**src/source/fifo_defines.svh**
```systemverilog
`ifndef FIFO_DEFINES_SVH
`define FIFO_DEFINES_SVH

// Width of one FIFO word
`define FIFO_DATA_WID 16

// Number of entries in the storage array
`define FIFO_DEPTH 8

// Storage address width
`define FIFO_PTR_WID 3

// Count width, room for DEPTH+1 with the output stage word
`define FIFO_CNT_WID 4

// APB address width
`define APB_ADDR_WID 4

`endif

```
**src/source/fifo_pkg.sv**
```systemverilog
`include "fifo_defines.svh"

package fifo_pkg;

    // -------------------------------------------------------------------------
    // Data and pointer types
    // -------------------------------------------------------------------------
    typedef logic [`FIFO_DATA_WID-1:0] data_t;

    typedef logic [`FIFO_PTR_WID-1:0] ptr_t;

    // Occupancy count
    typedef logic [`FIFO_CNT_WID-1:0] cnt_t;

    // -------------------------------------------------------------------------
    // Register block types
    // -------------------------------------------------------------------------
    typedef logic [31:0] apb_word_t;

    // Register offsets
    typedef enum logic [`APB_ADDR_WID-1:0] {
        REG_CONTROL = 4'h0,
        REG_INFO    = 4'h4,
        REG_DEPTH   = 4'h8,
        REG_STATUS  = 4'hC
    } reg_addr_e;

endpackage : fifo_pkg

```
**src/source/fifo_reg_decode.sv**
```systemverilog
`timescale 1ns/1ps
`include "fifo_defines.svh"

module fifo_reg_decode (
    input  logic                     rd_clk,
    input  logic                     local_rd_srst,

    // APB slave
    input  logic                     psel,
    input  logic                     penable,
    input  logic                     pwrite,
    input  logic [`APB_ADDR_WID-1:0] paddr,
    input  fifo_pkg::apb_word_t      pwdata,
    output fifo_pkg::apb_word_t      prdata,
    output logic                     pready,
    output logic                     pslverr,

    // Live FIFO status
    input  fifo_pkg::cnt_t           rd_count,
    input  fifo_pkg::cnt_t           wr_count,
    input  logic                     wr_full,
    input  logic                     rd_empty,
    input  logic                     wr_oflow,
    input  logic                     rd_uflow,

    output logic                     soft_rst
);

    logic access;
    logic wr_access;
    logic addr_valid;
    logic status_clr;
    logic oflow_sticky;
    logic uflow_sticky;

    fifo_pkg::apb_word_t status_word;

    // -------------------------------------------------------------------------
    // Access decode
    // -------------------------------------------------------------------------
    assign access    = psel && penable;
    assign wr_access = access && pwrite;

    // No wait states
    assign pready = 1'b1;

    assign status_clr = wr_access && (paddr == fifo_pkg::REG_STATUS);

    // Status fields packed at their fixed bit positions
    always_comb begin
        status_word      = '0;
        status_word[3:0] = rd_count;
        status_word[11:8] = wr_count;
        status_word[16]  = wr_full;
        status_word[17]  = rd_empty;
        status_word[24]  = oflow_sticky;
        status_word[25]  = uflow_sticky;
    end

    // Read mux and address check
    always_comb begin
        prdata     = '0;
        addr_valid = 1'b1;
        case (paddr)
            fifo_pkg::REG_CONTROL: prdata = '0;
            // FWFT, overflow protect, underflow protect
            fifo_pkg::REG_INFO:    prdata = 32'h0000_0007;
            fifo_pkg::REG_DEPTH:   prdata = fifo_pkg::apb_word_t'(`FIFO_DEPTH);
            fifo_pkg::REG_STATUS:  prdata = status_word;
            default:               addr_valid = 1'b0;
        endcase
    end

    assign pslverr = access && !addr_valid;

    // -------------------------------------------------------------------------
    // Sticky flags and soft reset
    // -------------------------------------------------------------------------
    always_ff @(posedge rd_clk) begin
        if (local_rd_srst) begin
            oflow_sticky <= 1'b0;
            uflow_sticky <= 1'b0;
        end else begin
            // A new strobe wins over a clear in the same cycle
            oflow_sticky <= (oflow_sticky && !status_clr) || wr_oflow;
            uflow_sticky <= (uflow_sticky && !status_clr) || rd_uflow;
        end
    end

    // One-cycle pulse
    always_ff @(posedge rd_clk) begin
        if (local_rd_srst) begin
            soft_rst <= 1'b0;
        end else begin
            soft_rst <= wr_access && (paddr == fifo_pkg::REG_CONTROL) && pwdata[0];
        end
    end

endmodule : fifo_reg_decode

```
**src/source/fifo_ctrl.sv**
```systemverilog
`timescale 1ns/1ps
`include "fifo_defines.svh"

module fifo_ctrl (
    input  logic             rd_clk,
    input  logic             core_srst,

    // Write side
    input  logic             wr,
    output logic             mem_wr_en,
    output fifo_pkg::ptr_t   mem_wr_ptr,
    output logic             wr_full,
    output logic             wr_oflow,

    // Prefetch side
    input  logic             pre_rd,
    output logic             mem_rd_en,
    output fifo_pkg::ptr_t   mem_rd_ptr,
    output logic             mem_empty,

    output fifo_pkg::cnt_t   mem_count
);

    fifo_pkg::ptr_t wr_ptr;
    fifo_pkg::ptr_t rd_ptr;
    fifo_pkg::cnt_t count;

    // Wrap at the last entry, so a depth that is not a power of two also works
    function automatic fifo_pkg::ptr_t next_ptr(input fifo_pkg::ptr_t ptr);
        fifo_pkg::ptr_t last;
        last = fifo_pkg::ptr_t'(`FIFO_DEPTH - 1);
        if (ptr == last) begin
            return '0;
        end
        return ptr + 1'b1;
    endfunction

    // -------------------------------------------------------------------------
    // Flags and protection
    // -------------------------------------------------------------------------
    assign wr_full   = (count == fifo_pkg::cnt_t'(`FIFO_DEPTH));
    assign mem_empty = (count == '0);

    // Overflow protection, writes while full are dropped
    assign mem_wr_en = wr && !wr_full;
    assign wr_oflow  = wr && wr_full;

    // Prefetch granted only with data present
    assign mem_rd_en = pre_rd && !mem_empty;

    assign mem_wr_ptr = wr_ptr;
    assign mem_rd_ptr = rd_ptr;
    assign mem_count  = count;

    // -------------------------------------------------------------------------
    // Pointers
    // -------------------------------------------------------------------------
    always_ff @(posedge rd_clk) begin
        if (core_srst) begin
            wr_ptr <= '0;
        end else if (mem_wr_en) begin
            wr_ptr <= next_ptr(wr_ptr);
        end
    end

    always_ff @(posedge rd_clk) begin
        if (core_srst) begin
            rd_ptr <= '0;
        end else if (mem_rd_en) begin
            rd_ptr <= next_ptr(rd_ptr);
        end
    end

    // -------------------------------------------------------------------------
    // Occupancy count
    // -------------------------------------------------------------------------
    always_ff @(posedge rd_clk) begin
        if (core_srst) begin
            count <= '0;
        end else begin
            case ({mem_wr_en, mem_rd_en})
                2'b10:   count <= count + 1'b1;
                2'b01:   count <= count - 1'b1;
                // Simultaneous write and read leave it unchanged
                default: count <= count;
            endcase
        end
    end

endmodule : fifo_ctrl

```
**src/source/fifo_mem.sv**
```systemverilog
`timescale 1ns/1ps
`include "fifo_defines.svh"

module fifo_mem (
    input  logic             rd_clk,

    // Write port
    input  logic             mem_wr_en,
    input  fifo_pkg::ptr_t   mem_wr_ptr,
    input  fifo_pkg::data_t  wr_data,

    // Read port, one cycle latency
    input  logic             mem_rd_en,
    input  fifo_pkg::ptr_t   mem_rd_ptr,
    output fifo_pkg::data_t  mem_rd_data
);

    fifo_pkg::data_t mem [`FIFO_DEPTH];

    // -------------------------------------------------------------------------
    // Storage array
    // -------------------------------------------------------------------------
    always_ff @(posedge rd_clk) begin
        if (mem_wr_en) begin
            mem[mem_wr_ptr] <= wr_data;
        end
    end

    // Output register holds its word until the next read
    always_ff @(posedge rd_clk) begin
        if (mem_rd_en) begin
            mem_rd_data <= mem[mem_rd_ptr];
        end
    end

endmodule : fifo_mem

```
**src/source/fifo_fwft_out.sv**
```systemverilog
`timescale 1ns/1ps

module fifo_fwft_out (
    input  logic             rd_clk,
    input  logic             core_srst,

    // Consumer side
    input  logic             rd,
    output logic             rd_ack,
    output fifo_pkg::data_t  rd_data,
    output logic             rd_empty,
    output fifo_pkg::cnt_t   rd_count,
    output logic             rd_uflow,

    // Controller and memory side
    output logic             pre_rd,
    input  logic             mem_empty,
    input  fifo_pkg::cnt_t   mem_count,
    input  fifo_pkg::data_t  mem_rd_data
);

    logic head_vld;
    logic fetch;

    // -------------------------------------------------------------------------
    // Prefetch
    // -------------------------------------------------------------------------
    // Refill when the stage is empty or its word is being taken
    assign pre_rd = !head_vld || rd;
    assign fetch  = pre_rd && !mem_empty;

    // Head word valid once the memory has returned it
    always_ff @(posedge rd_clk) begin
        if (core_srst) begin
            head_vld <= 1'b0;
        end else if (fetch) begin
            head_vld <= 1'b1;
        end else if (rd) begin
            head_vld <= 1'b0;
        end
    end

    // -------------------------------------------------------------------------
    // Consumer outputs
    // -------------------------------------------------------------------------
    // Memory read register doubles as the head word store
    assign rd_data  = mem_rd_data;
    assign rd_empty = !head_vld;
    assign rd_ack   = head_vld;

    assign rd_uflow = rd && !head_vld;

    // Held word counts on top of the memory occupancy
    assign rd_count = mem_count + fifo_pkg::cnt_t'(head_vld);

endmodule : fifo_fwft_out

```
**src/source/fifo_core.sv**
```systemverilog
`timescale 1ns/1ps
`include "fifo_defines.svh"

module fifo_core (
    input  logic                     rd_clk,
    input  logic                     local_rd_srst,

    // Write side
    input  logic                     wr,
    input  fifo_pkg::data_t          wr_data,
    output logic                     wr_full,
    output fifo_pkg::cnt_t           wr_count,
    output logic                     wr_oflow,

    // Read side
    input  logic                     rd,
    output logic                     rd_ack,
    output fifo_pkg::data_t          rd_data,
    output logic                     rd_empty,
    output fifo_pkg::cnt_t           rd_count,
    output logic                     rd_uflow,

    // APB control and monitoring
    input  logic                     psel,
    input  logic                     penable,
    input  logic                     pwrite,
    input  logic [`APB_ADDR_WID-1:0] paddr,
    input  fifo_pkg::apb_word_t      pwdata,
    output fifo_pkg::apb_word_t      prdata,
    output logic                     pready,
    output logic                     pslverr
);

    logic            soft_rst;
    logic            core_srst;

    logic            mem_wr_en;
    fifo_pkg::ptr_t  mem_wr_ptr;
    logic            mem_rd_en;
    fifo_pkg::ptr_t  mem_rd_ptr;
    fifo_pkg::data_t mem_rd_data;
    fifo_pkg::cnt_t  mem_count;
    logic            mem_empty;
    logic            pre_rd;

    // -------------------------------------------------------------------------
    // Resets
    // -------------------------------------------------------------------------
    // Register block stays on the external reset only
    assign core_srst = local_rd_srst || soft_rst;

    assign wr_count = mem_count;

    fifo_reg_decode u_reg_decode (
        .rd_clk        ( rd_clk ),
        .local_rd_srst ( local_rd_srst ),
        .psel          ( psel ),
        .penable       ( penable ),
        .pwrite        ( pwrite ),
        .paddr         ( paddr ),
        .pwdata        ( pwdata ),
        .prdata        ( prdata ),
        .pready        ( pready ),
        .pslverr       ( pslverr ),
        .rd_count      ( rd_count ),
        .wr_count      ( mem_count ),
        .wr_full       ( wr_full ),
        .rd_empty      ( rd_empty ),
        .wr_oflow      ( wr_oflow ),
        .rd_uflow      ( rd_uflow ),
        .soft_rst      ( soft_rst )
    );

    // -------------------------------------------------------------------------
    // Datapath
    // -------------------------------------------------------------------------
    fifo_ctrl u_ctrl (
        .rd_clk     ( rd_clk ),
        .core_srst  ( core_srst ),
        .wr         ( wr ),
        .mem_wr_en  ( mem_wr_en ),
        .mem_wr_ptr ( mem_wr_ptr ),
        .wr_full    ( wr_full ),
        .wr_oflow   ( wr_oflow ),
        .pre_rd     ( pre_rd ),
        .mem_rd_en  ( mem_rd_en ),
        .mem_rd_ptr ( mem_rd_ptr ),
        .mem_empty  ( mem_empty ),
        .mem_count  ( mem_count )
    );

    fifo_mem u_mem (
        .rd_clk      ( rd_clk ),
        .mem_wr_en   ( mem_wr_en ),
        .mem_wr_ptr  ( mem_wr_ptr ),
        .wr_data     ( wr_data ),
        .mem_rd_en   ( mem_rd_en ),
        .mem_rd_ptr  ( mem_rd_ptr ),
        .mem_rd_data ( mem_rd_data )
    );

    fifo_fwft_out u_fwft_out (
        .rd_clk      ( rd_clk ),
        .core_srst   ( core_srst ),
        .rd          ( rd ),
        .rd_ack      ( rd_ack ),
        .rd_data     ( rd_data ),
        .rd_empty    ( rd_empty ),
        .rd_count    ( rd_count ),
        .rd_uflow    ( rd_uflow ),
        .pre_rd      ( pre_rd ),
        .mem_empty   ( mem_empty ),
        .mem_count   ( mem_count ),
        .mem_rd_data ( mem_rd_data )
    );

endmodule : fifo_core

```
**config.mk**
```make
export PLATFORM = sky130hd
export DESIGN_NAME = fifo_core
export DESIGN_NICKNAME = d
export VERILOG_FILES = /design/src/source/fifo_pkg.sv /design/src/source/fifo_reg_decode.sv /design/src/source/fifo_ctrl.sv /design/src/source/fifo_mem.sv /design/src/source/fifo_fwft_out.sv /design/src/source/fifo_core.sv
export VERILOG_INCLUDE_DIRS = /design/src /design/src/source
export SDC_FILE = /design/constraint.sdc
export NUM_CORES = 1
export LEC_CHECK = 0
export BUFFER_PORTS_ARGS = -buffer_cell sky130_fd_sc_hd__buf_4
export CELL_PAD_IN_SITES_DETAIL_PLACEMENT = 1
export CELL_PAD_IN_SITES_GLOBAL_PLACEMENT = 1
export CORE_UTILIZATION = 45
export DETAILED_ROUTE_END_ITERATION = 10
export GPL_ROUTABILITY_DRIVEN = 0
export GPL_TIMING_DRIVEN = 0
export HOLD_SLACK_MARGIN = 0.03
export PLACE_DENSITY = 0.88
export SLEW_MARGIN = 20
export SYNTH_ARGS = -nofsm -noshare
export SYNTH_HDL_FRONTEND = slang
export SYNTH_SLANG_ARGS = --single-unit
```
**constraint.sdc**
```tcl
create_clock -name rd_clk -period 7.5 [get_ports rd_clk]
set_input_delay 0.75 -clock rd_clk [delete_from_list [all_inputs] [get_ports rd_clk]]
set_output_delay 0.75 -clock rd_clk [all_outputs]
set_load 0.02 [all_outputs]
```
==> results.py, run 1 <==
metrics = {
    "clock_network": {
        "cts_max_path_buffers": 2,
        "htreeDepth": 4,
        "clockRootBuffer": "clkbuf_16",
        "cts_setup_buffers": 0,
        "cts_buffers": 17,
        "postCtsHoldBufs": 0,
        "cts_sinks": 158,
        "ctsResizeCount": 0,
        "insertion_delay_ns": 0.43,
        "cts_tree": "built",
        "cts.reportedPaths.clkPinSlew_ns": 0.06,
    },
    "timing": {
        "relSlewSlack": 0.491,
        "slew_viol_final": 0,
        "period_minus_slack_ns": 2.88,
        "setup_viol": 0,
        "worstMarginPinSlew_ns": 0.763,
        "hold_viol": 0,
        "fmax_mhz": 347,
        "fin_ws_ns": 4.62,
        "skew_ns": 0.0159,
        "rsz0062_at_grt": "false",
        "setup_tns_ns": 0,
        "final.period_utilization": 0.384,
    },
    "yosys": {
        "synth_cell_types": 36,
        "synth_enable_flop_cells": 144,
        "syn_area_sq_mm": 0.00642,
        "ys.flop_type": "edfxtp_1",
        "syn_inst": 347,
        "avgSynthCellArea_sq_um": 18.5,
        "ys_seq_elements": 158,
        "synth-seq-area-share": 0.717,
        "yosysWarnings": 0,
        "async_flop_share": 0,
    },
    "route": {
        "post-route-drc-count": 0,
        "via_per_inst": 5.35,
        "drt_iter0_markers": 309,
        "ant_nets": 0,
        "vias": 3541,
        "met3_length_microns": 894,
        "highest_layer": "met4",
        "dr_wl_met2_mm": 8.24,
        "wire_per_inst_microns": 23.2,
        "drt-total-wl_mm": 15.3,
        "wl_met1_mm": 5.89,
        "drtPass1Iterations": 4,
    },
    "setup_path": {
        "reg2regPathDepth": 10,
        "cp_num_buf_inv": 1,
        "cp_max_fo": 12,
        "reg2reg_from": "u_ctrl.mem_count[1]",
        "cp.required_ns": 7.85,
        "cp_cell_sequence": "buf_6 > nor4_1 > a21oi_4 > ha_1 > xor2_1 > ha_1 > a21oi_1 > xor2_1 > or3_1 > a21oi_1",
        "end_kind": "flop",
        "slowest_delay_ns": 0.59,
        "cp-start-kind": "flop",
        "worstPathArrival_ns": 3.23,
        "crit_type": "flop to flop",
        "cp_slowest_cell": "nor4_1",
        "r2r_slack_ns": 4.62,
        "r2r-end": "u_ctrl.mem_count[2]",
        "cpLargestDelayFamily": "simple AND/OR/NAND/NOR gates",
    },
    "flow_run": {
        "cap_violations": 0,
    },
    "global_routing": {
        "gr-total-overflow": 0,
        "grt_pass1_vias": 3733,
        "grt.total_usage": 0.226,
        "grt_pass1_wl_mm": 23.1,
        "antenna_found_initial": 0,
        "grt_max_degree": 17,
    },
    "status": {
        "status": "completed",
    },
    "floorplan": {
        "dieArea_sq_mm": 0.0147,
        "die_w_microns": 121,
        "io_pins": 122,
        "initial_core_util": 0.462,
        "chipHeight_microns": 121,
        "rows": 43,
        "core_sq_mm": 0.0139,
    },
    "place": {
        "io_buffers": 69,
        "placed_area_sq_mm": 0.00743,
        "dp_hpwl_mm": 10.5,
        "post-place-ws_ns": 4.60,
    },
    "finish": {
        "insertedDiodeCount": 0,
        "final_cell_mix": "edfxtp_1, buf_4, mux4_2",
        "multi_input_area_sq_mm": 0.00165,
        "utilization": 0.581,
        "mostFrequentLayoutCell": "edfxtp_1",
        "post-route-cell-area_sq_mm": 0.00806,
        "drive_above_1_share": 0.421,
        "area_growth_pct": 25.6,
        "seqCellArea_sq_mm": 0.00460,
        "nets": 537,
        "fill_cells": 1278,
    },
    "power": {
        "p_per_area_mw_per_mm2": 374,
        "p_total_w": 0.00301,
        "vdd_drop_max_uv": 203,
        "power_leakage_nw": 2.96,
    },
    "worst_hold_path": {
        "whs_path_depth": 2,
        "hold_end": "u_ctrl.mem_count[3]",
        "hold_path_startpoint": "u_reg_decode.soft_rst",
        "min_path_type": "flop to flop",
    },
}
## flip-flops by register name, summed over array words and instances, names as in the netlist, 3 cells and up
| register | flops |
|---|---|
| u_ctrl.mem_wr_ptr | 3 |
| u_ctrl.mem_count | 4 |
| u_ctrl.mem_rd_ptr | 3 |
| u_mem.mem | 128 |
| u_mem.mem_rd_data | 16 |
## metrics by stage
step                      cells  hold slack (ns)
after floorplan             366            0.448
after global placement      615            0.469
after detailed placement    630            0.486
after CTS                   662            0.494
after global routing        662            0.502
final                       662            0.496
## routing by layer
layer | up-vias | GRT usage
met5 | - | 0
met4 | 0 | 0.0856
met3 | 21 | 0.0606
met2 | 135 | 0.393
met1 | 1818 | 0.267
li1 | 1567 | -
## final cells by class
type | count | share of cell area
well taps | 180 | 0.0279
flip-flops and latches | 158 | 0.571
inverters | 7 | 0.00326
plain buffers | 35 | 0.0312
clock inverters | 7 | 0.0197
clock buffers | 25 | 0.0590
multi-input cells | 166 | 0.205
repair buffers | 84 | 0.0827
## worst register-to-register path, cell delays in order, from the launching register on
cell,delay [ns]
dfxtp_1,0.35
buf_6,0.16
nor4_1,0.60
a21oi_4,0.22
ha_1,0.35
xor2_1,0.18
ha_1,0.19
a21oi_1,0.18
xor2_1,0.12
or3_1,0.33
a21oi_1,0.14
## Yosys cell counts (4+ instances only)
master,instances,area share
nand3_1,8,0.0062
buf_6,4,0.0070
a21oi_1,12,0.0094
ha_1,9,0.018
xor2_1,4,0.0055
buf_4,22,0.026
nor3_1,5,0.0039
and2_1,5,0.0049
nor2_1,17,0.0099
mux2_2,16,0.028
mux4_2,32,0.11
inv_1,7,0.0041
nand2_1,7,0.0041
edfxtp_1,144,0.67
dfxtp_1,14,0.044
buf_2,6,0.0047
## kinds of logic (layout without fill, tap and decap cells)
kind of cell | after synthesis | in the layout | share of synthesized area
adder cells (fa/ha/maj) | 9 | 9 | 0.0175
XOR/XNOR | 5 | 5 | 0.00682
other | 2 | 21 | 0.00117
multiplexers | 51 | 51 | 0.145
buffers and inverters | 42 | 158 | 0.0433
AO/OA/AOI/OAI | 19 | 19 | 0.0175
AND/OR/NAND/NOR | 61 | 61 | 0.0513
flip-flops | 158 | 158 | 0.717
## power breakdown
group	switching (W)	total [W]	internal [W]
clock network	0.000327	0.000934	0.000607
logic	0.000501	0.000918	0.000417
registers	0.0000562	0.00116	0.00110
## worst max path at each step
stage          depth (start not counted)                   to                 from  slack (ns)
2_1_floorplan                          9  u_ctrl.mem_count[2]                   rd        4.20
3_3_place_gp                           4      u_mem.mem[0][2]  u_ctrl.mem_count[0]        3.06
3_5_place_dp                          10  u_ctrl.mem_count[2]                   rd        4.60
4_1_cts                               10  u_ctrl.mem_count[2]  u_ctrl.mem_count[1]        4.61
5_1_grt                               10  u_ctrl.mem_count[2]  u_ctrl.mem_count[1]        4.41
6_report                              10  u_ctrl.mem_count[2]  u_ctrl.mem_count[1]        4.62
Note: power is estimated with default switching activity, not from simulation.
==> inputs of run 2 (changes only) <==
--- a/config.mk
+++ b/config.mk
@@ -9,12 +9,12 @@
 export BUFFER_PORTS_ARGS = -buffer_cell sky130_fd_sc_hd__buf_4
 export CELL_PAD_IN_SITES_DETAIL_PLACEMENT = 1
 export CELL_PAD_IN_SITES_GLOBAL_PLACEMENT = 1
-export CORE_UTILIZATION = 45
+export CORE_UTILIZATION = 42
 export DETAILED_ROUTE_END_ITERATION = 10
 export GPL_ROUTABILITY_DRIVEN = 0
 export GPL_TIMING_DRIVEN = 0
 export HOLD_SLACK_MARGIN = 0.03
-export PLACE_DENSITY = 0.88
+export PLACE_DENSITY = 0.87
 export SLEW_MARGIN = 20
 export SYNTH_ARGS = -nofsm -noshare
 export SYNTH_HDL_FRONTEND = slang
==> constraint.sdc (replaced) <==
create_clock -name rd_clk -period 2.5 [get_ports rd_clk]
set_input_delay 0.25 -clock rd_clk [delete_from_list [all_inputs] [get_ports rd_clk]]
set_output_delay 0.25 -clock rd_clk [all_outputs]
set_load 0.02 [all_outputs]
==> run 2 against run 1 <==
Against the previous run: the flow now finishes with violations (DRC); hold slack lost 0.44 ns; clock power grew to 3.3 times the previous value; maximum frequency grew 21%; design area grew 2.3%; worst setup slack lost 4.5 ns; non-clock buffer count grew 5; routed wire length shrank 0.83%; critical endpoint unchanged; largest cell class unchanged; largest power group unchanged.
==> results.py, run 2 (synthesis gave the netlist of run 1 again) <==
metrics = {
    "status": {
        "status": "finished with violations",
        "violations": "DRC",
    },
    "power": {
        "p_total_w": 0.00940,
        "p_comb_frac": 0.304,
        "p_seq_frac": 0.372,
        "p_int_w": 0.00663,
        "power_leakage_nw": 3.02,
        "p_per_area_mw_per_mm2": 1140,
        "vdd_drop_max_uv": 638,
        "swShare": 0.294,
        "clock_power_share": 0.324,
        "switching_power_w": 0.00276,
    },
    "finish": {
        "mostFrequentLayoutCell": "edfxtp_1",
        "seqCellArea_sq_mm": 0.00461,
        "utilization": 0.561,
        "insertedDiodeCount": 0,
        "instances_no_fill": 672,
        "largest_reg_flops": 128,
        "post-route-cell-area_sq_mm": 0.00825,
        "final_cell_mix": "edfxtp_1, buf_4, mux4_2",
        "multi_input_area_sq_mm": 0.00171,
        "regMostFlops": "u_mem.mem",
        "nets": 543,
        "fill_cells": 1326,
        "area_growth_pct": 28.5,
        "drive_above_1_share": 0.447,
    },
    "setup_path": {
        "cp_max_fo": 6,
        "slowest_delay_ns": 0.48,
        "crit_type": "flop to flop",
        "worstPathArrival_ns": 2.73,
        "cp.required_ns": 2.85,
        "r2r_slack_ns": 0.12,
        "cpLargestDelayFamily": "simple AND/OR/NAND/NOR gates",
        "cp_slowest_cell": "nor4_4",
        "critPathLaunch": "u_ctrl.mem_count[0]",
        "cp_num_buf_inv": 1,
        "end_kind": "flop",
        "critPathCapture": "u_ctrl.mem_count[2]",
        "crit_cells": 10,
        "cp_cell_sequence": "buf_12 > nor4_4 > a21oi_4 > ha_4 > xor2_1 > ha_1 > a21oi_1 > xor2_1 > or3_1 > a21oi_1",
        "r2r-end": "u_ctrl.mem_count[2]",
        "reg2reg_from": "u_ctrl.mem_count[0]",
        "cp-start-kind": "flop",
        "reg2regPathDepth": 10,
    },
    "global_routing": {
        "grt_pass1_vias": 3819,
        "grt.total_usage": 0.210,
        "gr-total-overflow": 0,
        "grt_max_degree": 17,
        "antenna_found_initial": 0,
        "grt_pass1_wl_mm": 23.3,
    },
    "floorplan": {
        "initial_core_util": 0.437,
        "core_sq_mm": 0.0147,
        "io_pins": 122,
        "die_w_microns": 126,
        "dieArea_sq_mm": 0.0158,
        "chipHeight_microns": 126,
        "rows": 44,
    },
    "clock_network": {
        "cts_buffers": 17,
        "cts_max_path_buffers": 2,
        "cts_tree": "built",
        "clockRootBuffer": "clkbuf_16",
        "htreeDepth": 4,
        "cts_sinks": 158,
        "cts.reportedPaths.clkPinSlew_ns": 0.06,
        "insertion_delay_ns": 0.43,
    },
    "timing": {
        "slew_viol_final": 0,
        "hold_viol": 0,
        "relSlewSlack": 0.373,
        "setup_tns_ns": 0,
        "final.period_utilization": 0.954,
        "setup_viol": 0,
        "period_minus_slack_ns": 2.38,
        "worstMarginPinSlew_ns": 0.940,
        "skew_ns": 0.00938,
        "rsz0062_at_grt": "false",
        "fmax_mhz": 419,
    },
    "route": {
        "drt_iter0_markers": 264,
        "drt-total-wl_mm": 15.2,
        "ant_nets": 0,
        "wire_per_inst_microns": 22.6,
        "vias": 3585,
        "via_per_inst": 5.33,
        "drtPass1Iterations": 7,
        "post-route-drc-count": 3,
    },
    "flow_run": {
        "cap_violations": 0,
    },
    "place": {
        "dp.cells": 630,
        "io_buffers": 69,
        "dp_hpwl_mm": 9.68,
        "placed_area_sq_mm": 0.00741,
    },
    "worst_hold_path": {
        "min_path_type": "input pin to flop",
    },
}
## run 2: cell types whose count changed in the layout (fill, tap and decap cells not counted), sizes merged
cell	change
clkinvlp	+3
clkbuf	-7
dlygate4sd3	+2
buf	+3
bufinv	+2
a21oi	+1
clkinv	+2
## run 2: worst register-to-register path: stages (launching register included)
cell	delay, ns
dfxtp_4	0.35
buf_12	0.13
nor4_4	0.48
a21oi_4	0.09
ha_4	0.21
xor2_1	0.14
ha_1	0.18
a21oi_1	0.16
xor2_1	0.10
or3_1	0.32
a21oi_1	0.15
## run 2: power by group through the flow
| stage | clock network, W | logic (W) | registers (W) |
|---|---|---|---|
| 5_1_grt | 0.00319 | 0.00306 | 0.00353 |
| 6_report | 0.00305 | 0.00286 | 0.00350 |
| 3_3_place_gp | 0 | 0.00251 | 0.00350 |
| 4_1_cts | 0.00308 | 0.00283 | 0.00351 |
| 2_1_floorplan | 0 | 0.00155 | 0.00371 |
| 3_5_place_dp | 0 | 0.00267 | 0.00353 |
## run 2: per-stage QoR
step / hold WS, ns / setup slack, ns
CTS: 0.0356 / 0.0170
finish: 0.0522 / 0.115
floorplan: 0.322 / -0.0613
detailed placement: 0.446 / -0.491
global route: 0.0457 / 0.00419
global placement: 0.437 / -0.964
## run 2: worst min path at each step
stage	start	to	slack (ns)	cells after the start
floorplan	local_rd_srst	u_reg_decode.oflow_sticky	0.32	1
global placement	local_rd_srst	u_reg_decode.uflow_sticky	0.44	2
detailed placement	local_rd_srst	u_reg_decode.oflow_sticky	0.45	2
CTS	paddr[3]	u_reg_decode.soft_rst	0.04	2
global route	wr_data[3]	u_mem.mem[2][3]	0.05	1
finish	wr_data[4]	u_mem.mem[7][4]	0.05	1
## run 2: layout make-up
cell class	count	area share
Buffer	35	0.0308
Clock buffer	18	0.0532
Clock inverter	14	0.0320
Inverter	7	0.00318
Multi-Input combinational cell	167	0.208
Sequential cell	158	0.559
Tap cell	184	0.0279
Timing Repair Buffer	89	0.0863
## run 2: metal layers
layer  track usage  wire length (microns)  up-vias
li1              -                      -     1587
met1         0.259                   6010     1835
met2         0.362                   8050      144
met3        0.0467                    925       19
met4        0.0760                    221        0
met5             0                      0        -
## run 2: what timing repair did
action | in CTS | in global routing
gates cloned | 1 | 0
resized for setup | 8 | 2
hold buffers | 2 | 0
endpoints found under the hold margin | 3 | 0
setup endpoints to repair | 3 | 1
pin swaps | 1 | 1
buffers inserted | 1 | 6
